===== src/exec_pkg.sv =====
////////////////////////////////////////
// Shared definitions for the execute unit
// RV32I subset only: OP and OP-IMM majors
// Instruction word is a packed union, R and I views
////////////////////////////////////////
`default_nettype none

package exec_pkg;

    // Register address width, 32 entries
    localparam int REG_ADDR_W = 5;

    // Major opcodes
    localparam logic [6:0] OPC_OP     = 7'b0110011;  // R-type ALU
    localparam logic [6:0] OPC_OP_IMM = 7'b0010011;  // I-type ALU

    // funct3 codes, shared by R and I forms
    localparam logic [2:0] F3_ADD_SUB = 3'b000;
    localparam logic [2:0] F3_SLL     = 3'b001;
    localparam logic [2:0] F3_SLT     = 3'b010;
    localparam logic [2:0] F3_XOR     = 3'b100;
    localparam logic [2:0] F3_SRL     = 3'b101;      // SRA shares this code, not supported
    localparam logic [2:0] F3_OR      = 3'b110;
    localparam logic [2:0] F3_AND     = 3'b111;

    // funct7 alternate encoding, selects SUB
    localparam logic [6:0] F7_ALT = 7'b0100000;

    // ALU operation select
    typedef enum logic [2:0] {
        ALU_ADD = 3'd0,
        ALU_SUB = 3'd1,
        ALU_AND = 3'd2,
        ALU_OR  = 3'd3,
        ALU_XOR = 3'd4,
        ALU_SLT = 3'd5,                              // Signed compare
        ALU_SLL = 3'd6,
        ALU_SRL = 3'd7
    } alu_op_e;

    // Register-register layout
    typedef struct packed {
        logic [6:0]            funct7;
        logic [REG_ADDR_W-1:0] rs2;
        logic [REG_ADDR_W-1:0] rs1;
        logic [2:0]            funct3;
        logic [REG_ADDR_W-1:0] rd;
        logic [6:0]            opcode;
    } instr_r_t;

    // Register-immediate layout
    typedef struct packed {
        logic signed [11:0]    imm;                  // Sign-extended by the controller
        logic [REG_ADDR_W-1:0] rs1;
        logic [2:0]            funct3;
        logic [REG_ADDR_W-1:0] rd;
        logic [6:0]            opcode;
    } instr_i_t;

    // One 32-bit word, decoded either way by opcode
    typedef union packed {
        instr_r_t r;
        instr_i_t i;
    } instr_u;

endpackage

`default_nettype wire


===== src/alu.sv =====
////////////////////////////////////////
// Integer ALU, result held in a register
// Shift amount is i_b[4:0] whatever the width
// SLT compares signed
////////////////////////////////////////
`default_nettype none

module alu
    import exec_pkg::*;
#(
    parameter int DATA_WIDTH = 32
) (
    input  wire                   clk,
    input  wire                   i_rst,
    input  alu_op_e               i_op,
    input  wire  [DATA_WIDTH-1:0] i_a,
    input  wire  [DATA_WIDTH-1:0] i_b,
    input  wire                   i_load,    // Capture strobe from the controller
    output logic [DATA_WIDTH-1:0] o_result
);

    logic [DATA_WIDTH-1:0] result_d;
    logic [4:0]            shamt;
    logic                  lt;

    assign shamt = i_b[4:0];                 // Low five bits only
    assign lt    = $signed(i_a) < $signed(i_b);

    // Operation select
    always_comb begin
        case (i_op)
            ALU_ADD: result_d = i_a + i_b;
            ALU_SUB: result_d = i_a - i_b;
            ALU_AND: result_d = i_a & i_b;
            ALU_OR:  result_d = i_a | i_b;
            ALU_XOR: result_d = i_a ^ i_b;
            ALU_SLT: begin
                result_d = '0;
                result_d[0] = lt;            // 0 or 1
            end
            ALU_SLL: result_d = i_a << shamt;
            ALU_SRL: result_d = i_a >> shamt; // Logical, zero fill
            default: result_d = '0;
        endcase
    end

    // Result register, updated only on load
    always_ff @(posedge clk) begin
        if (i_rst) begin
            o_result <= '0;
        end else if (i_load) begin
            o_result <= result_d;
        end
    end

endmodule

`default_nettype wire


===== src/credit_counter.sv =====
////////////////////////////////////////
// Consumer slot counter, starts full
// Returns must never exceed records sent
////////////////////////////////////////
`default_nettype none

module credit_counter #(
    parameter int WB_CREDITS = 4
) (
    input  wire  clk,
    input  wire  i_rst,
    input  wire  i_credit_return,   // One slot freed
    input  wire  i_credit_use,      // One record sent
    output logic o_has_credit
);

    localparam int CNT_W = $clog2(WB_CREDITS + 1);

    logic [CNT_W-1:0] count_q;

    always_ff @(posedge clk) begin
        if (i_rst) begin
            count_q <= CNT_W'(WB_CREDITS);   // All slots free
        end else begin
            case ({i_credit_use, i_credit_return})
                2'b10:   count_q <= count_q - 1'b1;
                2'b01:   count_q <= count_q + 1'b1;
                default: count_q <= count_q;  // Both or neither
            endcase
        end
    end

    assign o_has_credit = (count_q != '0);

endmodule

`default_nettype wire


===== src/exec_ctrl.sv =====
////////////////////////////////////////
// Execute controller, one instruction in flight
// Idle -> execute -> send; waits in send for a credit
// Illegal records carry rd = x0 so nothing is written
// Needs DATA_WIDTH >= 12 for the immediate
////////////////////////////////////////
`default_nettype none

module exec_ctrl
    import exec_pkg::*;
#(
    parameter int DATA_WIDTH = 32
) (
    input  wire                   clk,
    input  wire                   i_rst,
    input  wire                   i_in_valid,
    input  instr_u                i_in_instr,
    input  wire                   i_has_credit,  // Consumer has a free slot
    input  wire  [DATA_WIDTH-1:0] i_rs1_data,
    input  wire  [DATA_WIDTH-1:0] i_rs2_data,
    output logic [REG_ADDR_W-1:0] o_rs1_addr,
    output logic [REG_ADDR_W-1:0] o_rs2_addr,
    output alu_op_e               o_alu_op,
    output logic [DATA_WIDTH-1:0] o_alu_a,
    output logic [DATA_WIDTH-1:0] o_alu_b,
    output logic                  o_alu_load,
    output logic                  o_send,        // Record valid, wen, input credit
    output logic [REG_ADDR_W-1:0] o_wb_rd,
    output logic                  o_wb_illegal
);

    typedef enum logic [1:0] {
        ST_IDLE,
        ST_EXEC,
        ST_SEND
    } state_e;

    state_e                state_q;
    instr_u                instr_q;          // Current instruction word
    logic                  illegal_q;
    logic [REG_ADDR_W-1:0] wb_rd_q;
    logic                  illegal_d;
    logic                  use_imm;
    logic [DATA_WIDTH-1:0] imm_ext;

    // Decode through the R view, immediate through the I view
    always_comb begin
        o_alu_op  = ALU_ADD;
        illegal_d = 1'b0;
        use_imm   = 1'b0;
        case (instr_q.r.opcode)
            OPC_OP: begin
                case (instr_q.r.funct3)
                    F3_ADD_SUB: o_alu_op = (instr_q.r.funct7 == F7_ALT) ? ALU_SUB : ALU_ADD;
                    F3_SLL:     o_alu_op = ALU_SLL;
                    F3_SLT:     o_alu_op = ALU_SLT;
                    F3_XOR:     o_alu_op = ALU_XOR;
                    F3_SRL:     o_alu_op = ALU_SRL;
                    F3_OR:      o_alu_op = ALU_OR;
                    F3_AND:     o_alu_op = ALU_AND;
                    default:    illegal_d = 1'b1;   // SLTU
                endcase
                // Only SUB may use the alternate funct7
                if (instr_q.r.funct7 != '0 &&
                    !(instr_q.r.funct7 == F7_ALT && instr_q.r.funct3 == F3_ADD_SUB)) begin
                    illegal_d = 1'b1;
                end
            end
            OPC_OP_IMM: begin
                use_imm = 1'b1;
                case (instr_q.i.funct3)
                    F3_ADD_SUB: o_alu_op = ALU_ADD;     // ADDI
                    F3_SLT:     o_alu_op = ALU_SLT;
                    F3_XOR:     o_alu_op = ALU_XOR;
                    F3_OR:      o_alu_op = ALU_OR;
                    F3_AND:     o_alu_op = ALU_AND;
                    default:    illegal_d = 1'b1;   // Immediate shifts, SLTIU
                endcase
            end
            default: illegal_d = 1'b1;
        endcase
    end

    // Operand steering
    assign imm_ext    = {{(DATA_WIDTH-12){instr_q.i.imm[11]}}, instr_q.i.imm};
    assign o_rs1_addr = instr_q.r.rs1;
    assign o_rs2_addr = instr_q.r.rs2;       // Ignored for I-type
    assign o_alu_a    = i_rs1_data;
    assign o_alu_b    = use_imm ? imm_ext : i_rs2_data;

    assign o_alu_load   = (state_q == ST_EXEC);
    assign o_send       = (state_q == ST_SEND) && i_has_credit;
    assign o_wb_rd      = wb_rd_q;
    assign o_wb_illegal = illegal_q;

    // Sequencing
    always_ff @(posedge clk) begin
        if (i_rst) begin
            state_q   <= ST_IDLE;
            illegal_q <= 1'b0;
        end else begin
            case (state_q)
                ST_IDLE: if (i_in_valid) state_q <= ST_EXEC;
                ST_EXEC: begin
                    illegal_q <= illegal_d;
                    state_q   <= ST_SEND;
                end
                ST_SEND: if (i_has_credit) state_q <= ST_IDLE;  // Record leaves
                default: state_q <= ST_IDLE;
            endcase
        end
    end

    // Payload, no reset
    always_ff @(posedge clk) begin
        if (state_q == ST_IDLE && i_in_valid) begin
            instr_q <= i_in_instr;
        end
        if (state_q == ST_EXEC) begin
            wb_rd_q <= illegal_d ? '0 : instr_q.r.rd;  // Steer illegal to x0
        end
    end

endmodule

`default_nettype wire


===== src/exec_unit_top.sv =====
////////////////////////////////////////
// Execute unit top, wiring only
// Sender holds one credit, back on o_in_credit
// o_wb_valid, o_in_credit and regfile write
// are the same send strobe
////////////////////////////////////////
`default_nettype none

module exec_unit_top
    import exec_pkg::*;
#(
    parameter int DATA_WIDTH = 32,
    parameter int WB_CREDITS = 4
) (
    input  wire                   clk,
    input  wire                   i_rst,
    input  wire                   i_in_valid,
    input  instr_u                i_in_instr,
    output logic                  o_in_credit,
    output logic                  o_wb_valid,
    output logic [REG_ADDR_W-1:0] o_wb_rd,
    output logic [DATA_WIDTH-1:0] o_wb_data,
    output logic                  o_wb_illegal,
    input  wire                   i_wb_credit
);

    logic                  send;
    logic                  has_credit;
    logic [REG_ADDR_W-1:0] rs1_addr;
    logic [REG_ADDR_W-1:0] rs2_addr;
    logic [DATA_WIDTH-1:0] rs1_data;
    logic [DATA_WIDTH-1:0] rs2_data;
    logic [DATA_WIDTH-1:0] alu_a;
    logic [DATA_WIDTH-1:0] alu_b;
    logic                  alu_load;
    alu_op_e               alu_op;

    exec_ctrl #(
        .DATA_WIDTH (DATA_WIDTH)
    ) u_ctrl (
        .clk          (clk),
        .i_rst        (i_rst),
        .i_in_valid   (i_in_valid),
        .i_in_instr   (i_in_instr),
        .i_has_credit (has_credit),
        .i_rs1_data   (rs1_data),
        .i_rs2_data   (rs2_data),
        .o_rs1_addr   (rs1_addr),
        .o_rs2_addr   (rs2_addr),
        .o_alu_op     (alu_op),
        .o_alu_a      (alu_a),
        .o_alu_b      (alu_b),
        .o_alu_load   (alu_load),
        .o_send       (send),
        .o_wb_rd      (o_wb_rd),
        .o_wb_illegal (o_wb_illegal)
    );

    credit_counter #(
        .WB_CREDITS (WB_CREDITS)
    ) u_credits (
        .clk             (clk),
        .i_rst           (i_rst),
        .i_credit_return (i_wb_credit),
        .i_credit_use    (send),
        .o_has_credit    (has_credit)
    );

    regfile #(
        .DATA_WIDTH (DATA_WIDTH)
    ) u_regfile (
        .clk     (clk),
        .i_rst   (i_rst),
        .i_addr1 (rs1_addr),
        .i_addr2 (rs2_addr),
        .i_waddr (o_wb_rd),      // x0 for illegal records
        .i_wdata (o_wb_data),
        .i_wen   (send),
        .o_dout1 (rs1_data),
        .o_dout2 (rs2_data)
    );

    alu #(
        .DATA_WIDTH (DATA_WIDTH)
    ) u_alu (
        .clk      (clk),
        .i_rst    (i_rst),
        .i_op     (alu_op),
        .i_a      (alu_a),
        .i_b      (alu_b),
        .i_load   (alu_load),
        .o_result (o_wb_data)
    );

    assign o_wb_valid  = send;
    assign o_in_credit = send;   // Retire frees the sender's credit

endmodule

`default_nettype wire


===== src/regfile.sv =====
////////////////////////////////////////
// 32 x DATA_WIDTH register file
// Reads are combinational, x0 reads zero
// Writes to x0 dropped, sync reset clears all
////////////////////////////////////////
`default_nettype none

module regfile
    import exec_pkg::*;
#(
    parameter int DATA_WIDTH = 32
) (
    input  wire                   clk,
    input  wire                   i_rst,
    input  wire  [REG_ADDR_W-1:0] i_addr1,   // Read port 1 address
    input  wire  [REG_ADDR_W-1:0] i_addr2,   // Read port 2 address
    input  wire  [REG_ADDR_W-1:0] i_waddr,
    input  wire  [DATA_WIDTH-1:0] i_wdata,
    input  wire                   i_wen,     // Already qualified by the controller
    output logic [DATA_WIDTH-1:0] o_dout1,
    output logic [DATA_WIDTH-1:0] o_dout2
);

    localparam int DEPTH = 1 << REG_ADDR_W;

    logic [DATA_WIDTH-1:0] regs [DEPTH];

    // Write port
    always_ff @(posedge clk) begin
        if (i_rst) begin
            for (int k = 0; k < DEPTH; k++) begin
                regs[k] <= '0;
            end
        end else if (i_wen && (i_waddr != '0)) begin  // x0 never written
            regs[i_waddr] <= i_wdata;
        end
    end

    // Read port 1
    always_comb begin
        if (i_addr1 == '0) begin
            o_dout1 = '0;                     // Hardwired zero
        end else begin
            o_dout1 = regs[i_addr1];
        end
    end

    // Read port 2
    always_comb begin
        if (i_addr2 == '0) begin
            o_dout2 = '0;
        end else begin
            o_dout2 = regs[i_addr2];
        end
    end

endmodule

`default_nettype wire


===== config.mk =====
export PLATFORM = sky130hd
export DESIGN_NAME = exec_unit_top
export DESIGN_NICKNAME = d
export VERILOG_FILES = /design/src/exec_pkg.sv /design/src/alu.sv /design/src/credit_counter.sv /design/src/exec_ctrl.sv /design/src/exec_unit_top.sv /design/src/regfile.sv
export SDC_FILE = /design/constraint.sdc
export NUM_CORES = 2
export LEC_CHECK = 0
export BUFFER_PORTS_ARGS = -buffer_cell sky130_fd_sc_hd__buf_4
export CAP_MARGIN = 20
export CORE_UTILIZATION = 64
export CTS_BUF_LIST = sky130_fd_sc_hd__clkbuf_4
export CTS_CLUSTER_DIAMETER = 100
export DETAILED_ROUTE_END_ITERATION = 10
export PLACE_DENSITY = 0.79
export SYNTH_ARGS = -nofsm -noshare
export SYNTH_HDL_FRONTEND = slang
export SYNTH_HIERARCHICAL = 1
export SYNTH_SLANG_ARGS = --single-unit

===== constraint.sdc =====
create_clock -name clk -period 15.85 [get_ports clk]
set_clock_uncertainty 0.05 [all_clocks]
set_input_delay 2.3775 -clock clk [delete_from_list [all_inputs] [get_ports clk]]
set_output_delay 2.3775 -clock clk [all_outputs]
set_load 0.005 [all_outputs]

==> flow_summary.ini <==
[status]
status = finished, final reports clean

[route]
drt_first_iter_violations = 8488
drc = 0
dr.pass1.iters = 7
antenna_left = 0
viasPerCell = 7.272
wl_per_cell_um = 35.07
via_count = 48620
wl_um = 234500

[clock_tree]
clockBufferDepth = 4
htreeDepth = 5
root_buffer = clkbuf_4
ctsHoldBuffers = 0
cts_buffers = 306
clkSinkCount = 1099
path_clk_slew_ns = 0.07
post-cts-setup-buffers = 0
cts_tree = built
postCtsResizedCells = 0
clk_latency_ns = 1.27

[place]
gp_congestion = 1.064
port_buffers = 75
dp_slack_ns = 8.095
dp_hpwl_um = 144800

[layout]
layout-drive-gt1-share_pct = 25.25
final_common_cell = edfxtp_1
final_cell_mix = 1061 x edfxtp_1, 1000 x and2_1, 489 x mux4_2
synthToLayoutAreaGrowth_pct = 7.603
nNetsFinal = 5260
final_util_pct = 69.43

[global_routing]
grt_overflow = 0
grtUsageTotal_pct = 45.68
antenna_found_initial = 20
grt_pass1_wl_um = 332100
grt_max_degree = 133
grt_pass1_vias = 47310

[setup_path]
crit_fanout = 101
slowest_delay_ns = 1.01
startpoint_type = flip-flop
crit_path_end_kind = flip-flop
worst_ep_arrival_time_ns = 9.04
worstPathRequired_ns = 16.91
worstSetupPathType = flip-flop to flip-flop
cp_cell_sequence = buf_12, buf_4, mux4_2, a22o_1, a2111oi_1, nor3_1, buf_4, inv_1, ha_1, nor3_1, o31ai_2, a21boi_2, a2111oi_2, o21ai_2, a31oi_1, o21bai_1, a21oi_1, o21ai_0, a211oi_1
critPathSlowestCell = edfxtp_1

[sta]
finalCritPeriodShare_pct = 50.36
finalCriticalPeriod_ns = 7.981
maxSlewViolCount = 0
worst_pin_slew_ns = 1.399
fin_tns_setup_ns = 0
setup_slack_ns = 7.869
max_slew_margin_pct = 6.516
hold_ws_ns = 0.4567
fmax_mhz = 125.3
setup_viol_count_final = 0
hold_viol_final = 0
rsz0062_at_grt = false

[die]
die_area_um2 = 103700
coreArea_um2 = 101600
io_pins = 76
die_h_um = 322.0
die_x_um = 322.0
row_count = 117
start_util_pct = 64.52

[yosys]
synth_edf_count = 1061
yosysTopAreaCell = edfxtp_1
ys_top_cells_by_area = edfxtp_1 49%, mux4_2 17%, and2_1 9.6%, mux2i_1 2.9%, clkbuf_1 2.0%
synth_area_um2 = 65550
avgSynthCellArea_um2 = 12.95
syn_inst = 5060
ys_ff_latch = 1099
ys.flop_type = edfxtp_1
ys_types = 94
synth_warnings = 6
yosysSeqAreaShare_pct = 49.77
ys_async_sr_fraction_pct = 0
netlist.area_leader.share_pct = 48.60

[power_and_ir_drop]
power.density_nw_per_um2 = 107.9
peakVddDrop_mv = 0.07791
power.leakage_uw = 0.02621

[flow_run]
max_cap_viol_count = 0

[min_path]
hold_class = flip-flop to flip-flop
[layout make-up]
type	count	area, µm²
Fill cell	7139	31060
Antenna cell	16	40.04
Multi-Input combinational cell	3346	30210
Timing Repair Buffer	266	2064
Inverter	104	390.4
Clock inverter	68	346.6
Sequential cell	1099	32620
Tap cell	1368	1712
Clock buffer	419	3146
[layer usage]
metal / GRT usage [%] / share of wire, %
met1: 57.91 / 33
met2: 65.03 / 43
met3: 15.76 / 16
met4: 34.18 / 8.7
met5: 0 / 0.019
[where the power goes]
group / switching, µW / internal, µW
logic: 1180 / 613
clock network: 1200 / 1260
registers: 70.5 / 3290
total: 2450 / 5160
[critical path, delay by kind of cell (launching register included)]
kind | cells | cell delay, ns
mux | 1 | 0.60
simple gates | 2 | 0.24
buf+inv | 4 | 1.65
fa+ha+maj | 1 | 0.35
flops | 1 | 1.01
compound gates | 11 | 3.57
[worst paths after layout]
path                                          end  cells past startpoint               start  slack [ns]
worst max-delay path            u_alu/o_result[0]                     19  u_ctrl/instr_q[15]        7.87
worst max register to register  u_alu/o_result[0]                     19  u_ctrl/instr_q[15]        7.87
worst min register to register  u_ctrl/o_wb_rd[3]                      1  u_ctrl/instr_q[10]        0.46
worst min-delay path            u_ctrl/o_wb_rd[3]                      1  u_ctrl/instr_q[10]        0.46
[flip-flops by register name, summed over array words and instances, names as in the netlist]
register	cells
u_regfile/regs	1024
u_credits/count_q	3
u_ctrl/o_wb_rd	5
u_alu/o_result	32
u_ctrl/state_q	2
u_ctrl/o_wb_illegal	1
u_ctrl/instr_q	32
[cell usage after synthesis, types with 8 or more instances]
| cell type | count |
|---|---|
| ha_1 | 98 |
| mux2_2 | 40 |
| a2111oi_0 | 16 |
| o21ai_0 | 113 |
| nor2b_1 | 35 |
| a221oi_1 | 19 |
| o221ai_1 | 9 |
| and2_1 | 1001 |
| nand3_1 | 19 |
| a211oi_1 | 30 |
| nor3_1 | 102 |
| nor4_1 | 16 |
| a2111oi_1 | 42 |
| nand2b_1 | 21 |
| dfxtp_1 | 38 |
| and3_1 | 9 |
| o31ai_1 | 13 |
| mux4_2 | 489 |
| o2111ai_1 | 17 |
| edfxtp_1 | 1061 |
| o22ai_1 | 122 |
| buf_4 | 89 |
| a21o_1 | 34 |
| nand2_1 | 142 |
| a31oi_1 | 11 |
| mux2_1 | 11 |
| xnor2_1 | 28 |
| nor2_1 | 235 |
| o211ai_1 | 25 |
| a22o_1 | 52 |
| mux2i_1 | 189 |
| or2_2 | 36 |
| a211o_1 | 8 |
| a21oi_1 | 159 |
| a22oi_1 | 24 |
| or3_1 | 14 |
| buf_6 | 23 |
| inv_1 | 101 |
| clkbuf_1 | 344 |
| buf_1 | 36 |
| o21a_1 | 11 |
| buf_2 | 50 |
| nand3b_1 | 9 |
[stage by stage]
stage	std cells	power, µW	cell area, µm²
2_1_floorplan	5091	4528	65670
3_3_place_gp	6177	5108	66950
3_5_place_dp	6177	5121	66950
4_1_cts	6664	7542	70440
5_1_grt	6675	7837	70510
6_report	6686	7612	70530
[cells by family after synthesis]
logic type / count (synthesis) / synth area share, %
buf+inv: 646 / 4.568
mux: 729 / 20.56
other cells: 1 / 0.005721
simple gates: 1678 / 14.54
compound gates: 771 / 8.129
flops: 1099 / 49.77
fa+ha+maj: 101 / 1.962
xor+xnor: 35 / 0.4677
No activity file was read; power rests on OpenSTA's default activity.
